File: config.mk
export PLATFORM = sky130hd
export DESIGN_NAME = hazardUnit
export DESIGN_NICKNAME = d
export VERILOG_FILES = /design/src/hw/mipsPkg.sv /design/src/hw/hazardUnit.sv
export SDC_FILE = /design/constraint.sdc
export NUM_CORES = 1
export LEC_CHECK = 0
export BUFFER_PORTS_ARGS = -buffer_cell sky130_fd_sc_hd__buf_2
export CAP_MARGIN = 0
export CORE_AREA = 2 2 39 41
export DETAILED_ROUTE_END_ITERATION = 10
export DIE_AREA = 0 0 41 43
export PLACE_DENSITY = 0.81
export SYNTH_ARGS = -nofsm -noshare
export SYNTH_HDL_FRONTEND = slang
export SYNTH_SLANG_ARGS = --single-unit
File: constraint.sdc
create_clock -name vclk -period 2.1
set_clock_uncertainty 0.1 [all_clocks]
set_input_delay 0.21 -clock vclk [all_inputs]
set_output_delay 0.21 -clock vclk [all_outputs]
set_load 0.01 [all_outputs]
File: src/tests/program.hex
// one 32-bit instruction word per line, word address 0 first
20010005 // addi r1, r0, 5
20220003 // addi r2, r1, 3
00221820 // add  r3, r1, r2
00612022 // sub  r4, r3, r1
00822824 // and  r5, r4, r2
00a13025 // or   r6, r5, r1
0023382a // slt  r7, r1, r3
ac030010 // sw   r3, 16(r0)
8c080010 // lw   r8, 16(r0)
01014820 // add  r9, r8, r1
10220002 // beq  r1, r2, +2 not taken
200a0007 // addi r10, r0, 7
10820002 // beq  r4, r2, +2 taken
200b0063 // addi r11, r0, 99 squashed
200c0063 // addi r12, r0, 99 squashed
200d0001 // addi r13, r0, 1
08000013 // j    19
200e0063 // addi r14, r0, 99 skipped
200f0063 // addi r15, r0, 99 skipped
20100002 // addi r16, r0, 2
fc000000 // halt
20110063 // addi r17, r0, 99 behind halt

File: src/hw/mipsPkg.sv
package mipsPkg;

    localparam int dataWidth     = 32;
    localparam int regAddrWidth  = 5;
    localparam int aluOpWidth    = 3;
    localparam int imemDepth     = 256;
    localparam int dmemDepth     = 256;
    localparam int imemAddrWidth = $clog2(imemDepth);
    localparam int dmemAddrWidth = $clog2(dmemDepth);

    localparam string programFile = "/design/src/tests/program.hex";

    // primary opcodes, 0x3f is unused by MIPS and serves as halt
    localparam logic [5:0] opRType = 6'h00;
    localparam logic [5:0] opJ     = 6'h02;
    localparam logic [5:0] opBeq   = 6'h04;
    localparam logic [5:0] opAddi  = 6'h08;
    localparam logic [5:0] opLw    = 6'h23;
    localparam logic [5:0] opSw    = 6'h2b;
    localparam logic [5:0] opHalt  = 6'h3f;

    localparam logic [5:0] functAdd = 6'h20;
    localparam logic [5:0] functSub = 6'h22;
    localparam logic [5:0] functAnd = 6'h24;
    localparam logic [5:0] functOr  = 6'h25;
    localparam logic [5:0] functSlt = 6'h2a;

    localparam logic [aluOpWidth-1:0] aluAdd = 3'd0;
    localparam logic [aluOpWidth-1:0] aluSub = 3'd1;
    localparam logic [aluOpWidth-1:0] aluAnd = 3'd2;
    localparam logic [aluOpWidth-1:0] aluOr  = 3'd3;
    localparam logic [aluOpWidth-1:0] aluSlt = 3'd4;

    // operand source selects for execute
    localparam logic [1:0] fwdReg = 2'b00;
    localparam logic [1:0] fwdWb  = 2'b01;
    localparam logic [1:0] fwdMem = 2'b10;

    typedef struct packed {
        logic [5:0] op;
        logic [4:0] rs;
        logic [4:0] rt;
        logic [4:0] rd;
        logic [4:0] shamt;
        logic [5:0] funct;
    } rFormat;

    typedef struct packed {
        logic [5:0]  op;
        logic [4:0]  rs;
        logic [4:0]  rt;
        logic [15:0] imm;
    } iFormat;

    typedef struct packed {
        logic [5:0]  op;
        logic [25:0] target;
    } jFormat;

    typedef union packed {
        rFormat rFields;
        iFormat iFields;
        jFormat jFields;
    } instrWord;

endpackage

File: src/hw/hazardUnit.sv
module hazardUnit (
    input  logic [mipsPkg::regAddrWidth-1:0] idRs,
    input  logic [mipsPkg::regAddrWidth-1:0] idRt,
    input  logic [mipsPkg::regAddrWidth-1:0] exRs,
    input  logic [mipsPkg::regAddrWidth-1:0] exRt,
    input  logic                             exMemRead,
    input  logic [mipsPkg::regAddrWidth-1:0] memDest,
    input  logic                             memRegWrite,
    input  logic [mipsPkg::regAddrWidth-1:0] wbDest,
    input  logic                             wbRegWrite,
    output logic                             stall,
    output logic [1:0]                       forwardA,
    output logic [1:0]                       forwardB
);
    import mipsPkg::*;

    // load in execute feeding the instruction in decode
    assign stall = exMemRead && exRt != '0 && (exRt == idRs || exRt == idRt);

    // the younger producer in memory wins over writeback
    function automatic logic [1:0] pickSource(input logic [regAddrWidth-1:0] src);
        if (src == '0) begin
            return fwdReg;
        end
        if (memRegWrite && memDest == src) begin
            return fwdMem;
        end
        if (wbRegWrite && wbDest == src) begin
            return fwdWb;
        end
        return fwdReg;
    endfunction

    always_comb begin
        forwardA = pickSource(exRs);
        forwardB = pickSource(exRt);
    end

endmodule

==> impl_metrics.ini <==
[outcome]
outcome = finished, final reports clean

[critical_path]
path_class = in2out
crit_path_top_delay_cell = nor4_1
cp_slowest_stage_delay_ns = 0.30
crit_chain = buf_2, xor2_1, nor4_1, nand3_1, nor4b_2, buf_2
worstSetupStartpointType = primary input
end_kind = output port
cpMostUsedCell = buf_2
crit_fanout = 5
crit_end = forwardB[0]
cp.required_ns = 1.79
startpoint = exRt[3]
arrival_ns = 1.26

[clock_tree]
hold_buffers = 0
cts_setup_buffers = 0
cts_resized = 0

[sta]
hold_viol_final = 0
max-slew-margin-rel = 0.816
setup_tns_ns = 0
fin_crit_sh = 0.748
worst_pin_slew_ns = 0.273
rsz0062_at_grt = no
min_period_ns = 1.57
finalSetupViolations = 0
clock.fmax_mhz = 637
finalMaxSlewViolations = 0
hold_ws_ns = 0.655

[placement]
portBuffers = 38
hpwl_um = 1020
place.gp.congestion = 0.639
placed_cells = 106

[power_and_ir_drop]
total_leakage_power_uw = 0.000279
peakVddDrop_mv = 0.0812
p_per_area_mw_per_mm2 = 186

[logic_synthesis]
synth_area_um2 = 427
avgSynthCellArea_um2 = 7.49
synth_fp_nets = 90
synth_cell_types = 17
synth_top_area_frac = 0.328
synthCells = 57
yosysTopAreaCell = xnor2_1
ys_warn_count = 0
seq_area_frac_synth = 0
synth_area_leaders = xnor2_1 33%, xor2_1 29%, buf_2 4.7%

[final_layout]
nets = 125
mostFrequentLayoutCell = buf_2
seq_cells = 0
areaGrowthSynthToFinish_pct = 41.9
final_cell_mix = 38 x buf_2, 16 x xnor2_1, 14 x xor2_1
layout-drive-gt1-share = 0.456
final_cells = 106
regArea_um2 = 0
antenna-diode-count = 0
nClkBuffers = 0

[die]
die_w_um = 41
dieArea_mm2 = 0.00176
die_y_um = 43
coreArea_mm2 = 0.00138
row_count = 14
start_util = 0.308
ios = 38

[global_routing]
gr-total-overflow = 0
antenna_found_initial = 0
grt_max_degree = 7
grt_pass1_wl_um = 1790
grt_pass1_vias = 463
gr-usage-all-layers = 0.138

[drt]
wl_per_cell_um = 10.5
top_layer_used = met3
drc = 0
drt-pass1-iter-count = 4
ant_nets = 0
wl_met2_um = 562
drtIter0Drc = 7
vias = 487
wl_met3_um = 105
routed_wl_um = 1120
vias_per_cell = 4.59
m1WireLength_um = 449

[worst_hold_path]
hp-class = in2out

[run]
max_cap_violations = 0
==> power breakdown <==
group / switching [uW] / internal, uW / total, uW
Clock: 0 / 0 / 0
Combinational: 52.9 / 60.0 / 113
Sequential: 0 / 0 / 0
==> worst min-delay path by stage <==
stage	slack [ns]	to	start	depth (start not counted)
4_1_cts	0.65	forwardA[0]	wbRegWrite	4
5_1_grt	0.67	forwardA[0]	wbRegWrite	4
6_report	0.65	forwardA[0]	wbRegWrite	4
3_3_place_gp	0.65	forwardA[0]	wbRegWrite	4
2_1_floorplan	0.42	forwardA[0]	wbRegWrite	2
3_5_place_dp	0.65	forwardA[0]	wbRegWrite	4
==> critical path: cells and delay by family <==
| family | cells | cell delay (ns) |
|---|---|---|
| AND/OR/NAND/NOR | 3 | 0.60 |
| XOR/XNOR | 1 | 0.17 |
| buffers and inverters | 2 | 0.27 |
==> layer usage <==
layer / up-vias / GRT usage
met5: - / 0
met4: 0 / 0
met3: 0 / 0
met2: 24 / 0.250
met1: 206 / 0.184
li1: 257 / -
==> cell type report <==
cell class	instances	area, um2
multi-input cells	52	395
repair buffers	38	190
fillers	153	778
well taps	16	20.0
==> logic make-up (layout without fill, tap and decap cells) <==
kind of cell	count (synthesis)	in the layout	synth area share
compound gates	2	2	0.0234
buf+inv	5	38	0.0733
simple gates	20	20	0.287
xor+xnor	30	30	0.616
==> synthesized netlist by cell type (all sizes together) <==
library cell	count
xor2	14
nor3	2
nand3	4
nor4b	2
buf	5
nor4	2
a21oi	1
or4	2
nor2	4
nand4	2
xnor2	16
nand2	2
o21ai	1
==> through the flow <==
stage | area [um2] | worst slack [ns] | utilization | power, uW
finish | 606 | 0.529 | 0.438 | 113
global route | 606 | 0.403 | 0.438 | 126
CTS | 606 | 0.536 | 0.438 | 115
detailed placement | 606 | 0.535 | 0.438 | 114
global placement | 606 | 0.548 | 0.438 | 111
floorplan | 427 | 0.727 | - | 67.7
Note: power is estimated with default switching activity, not from simulation.
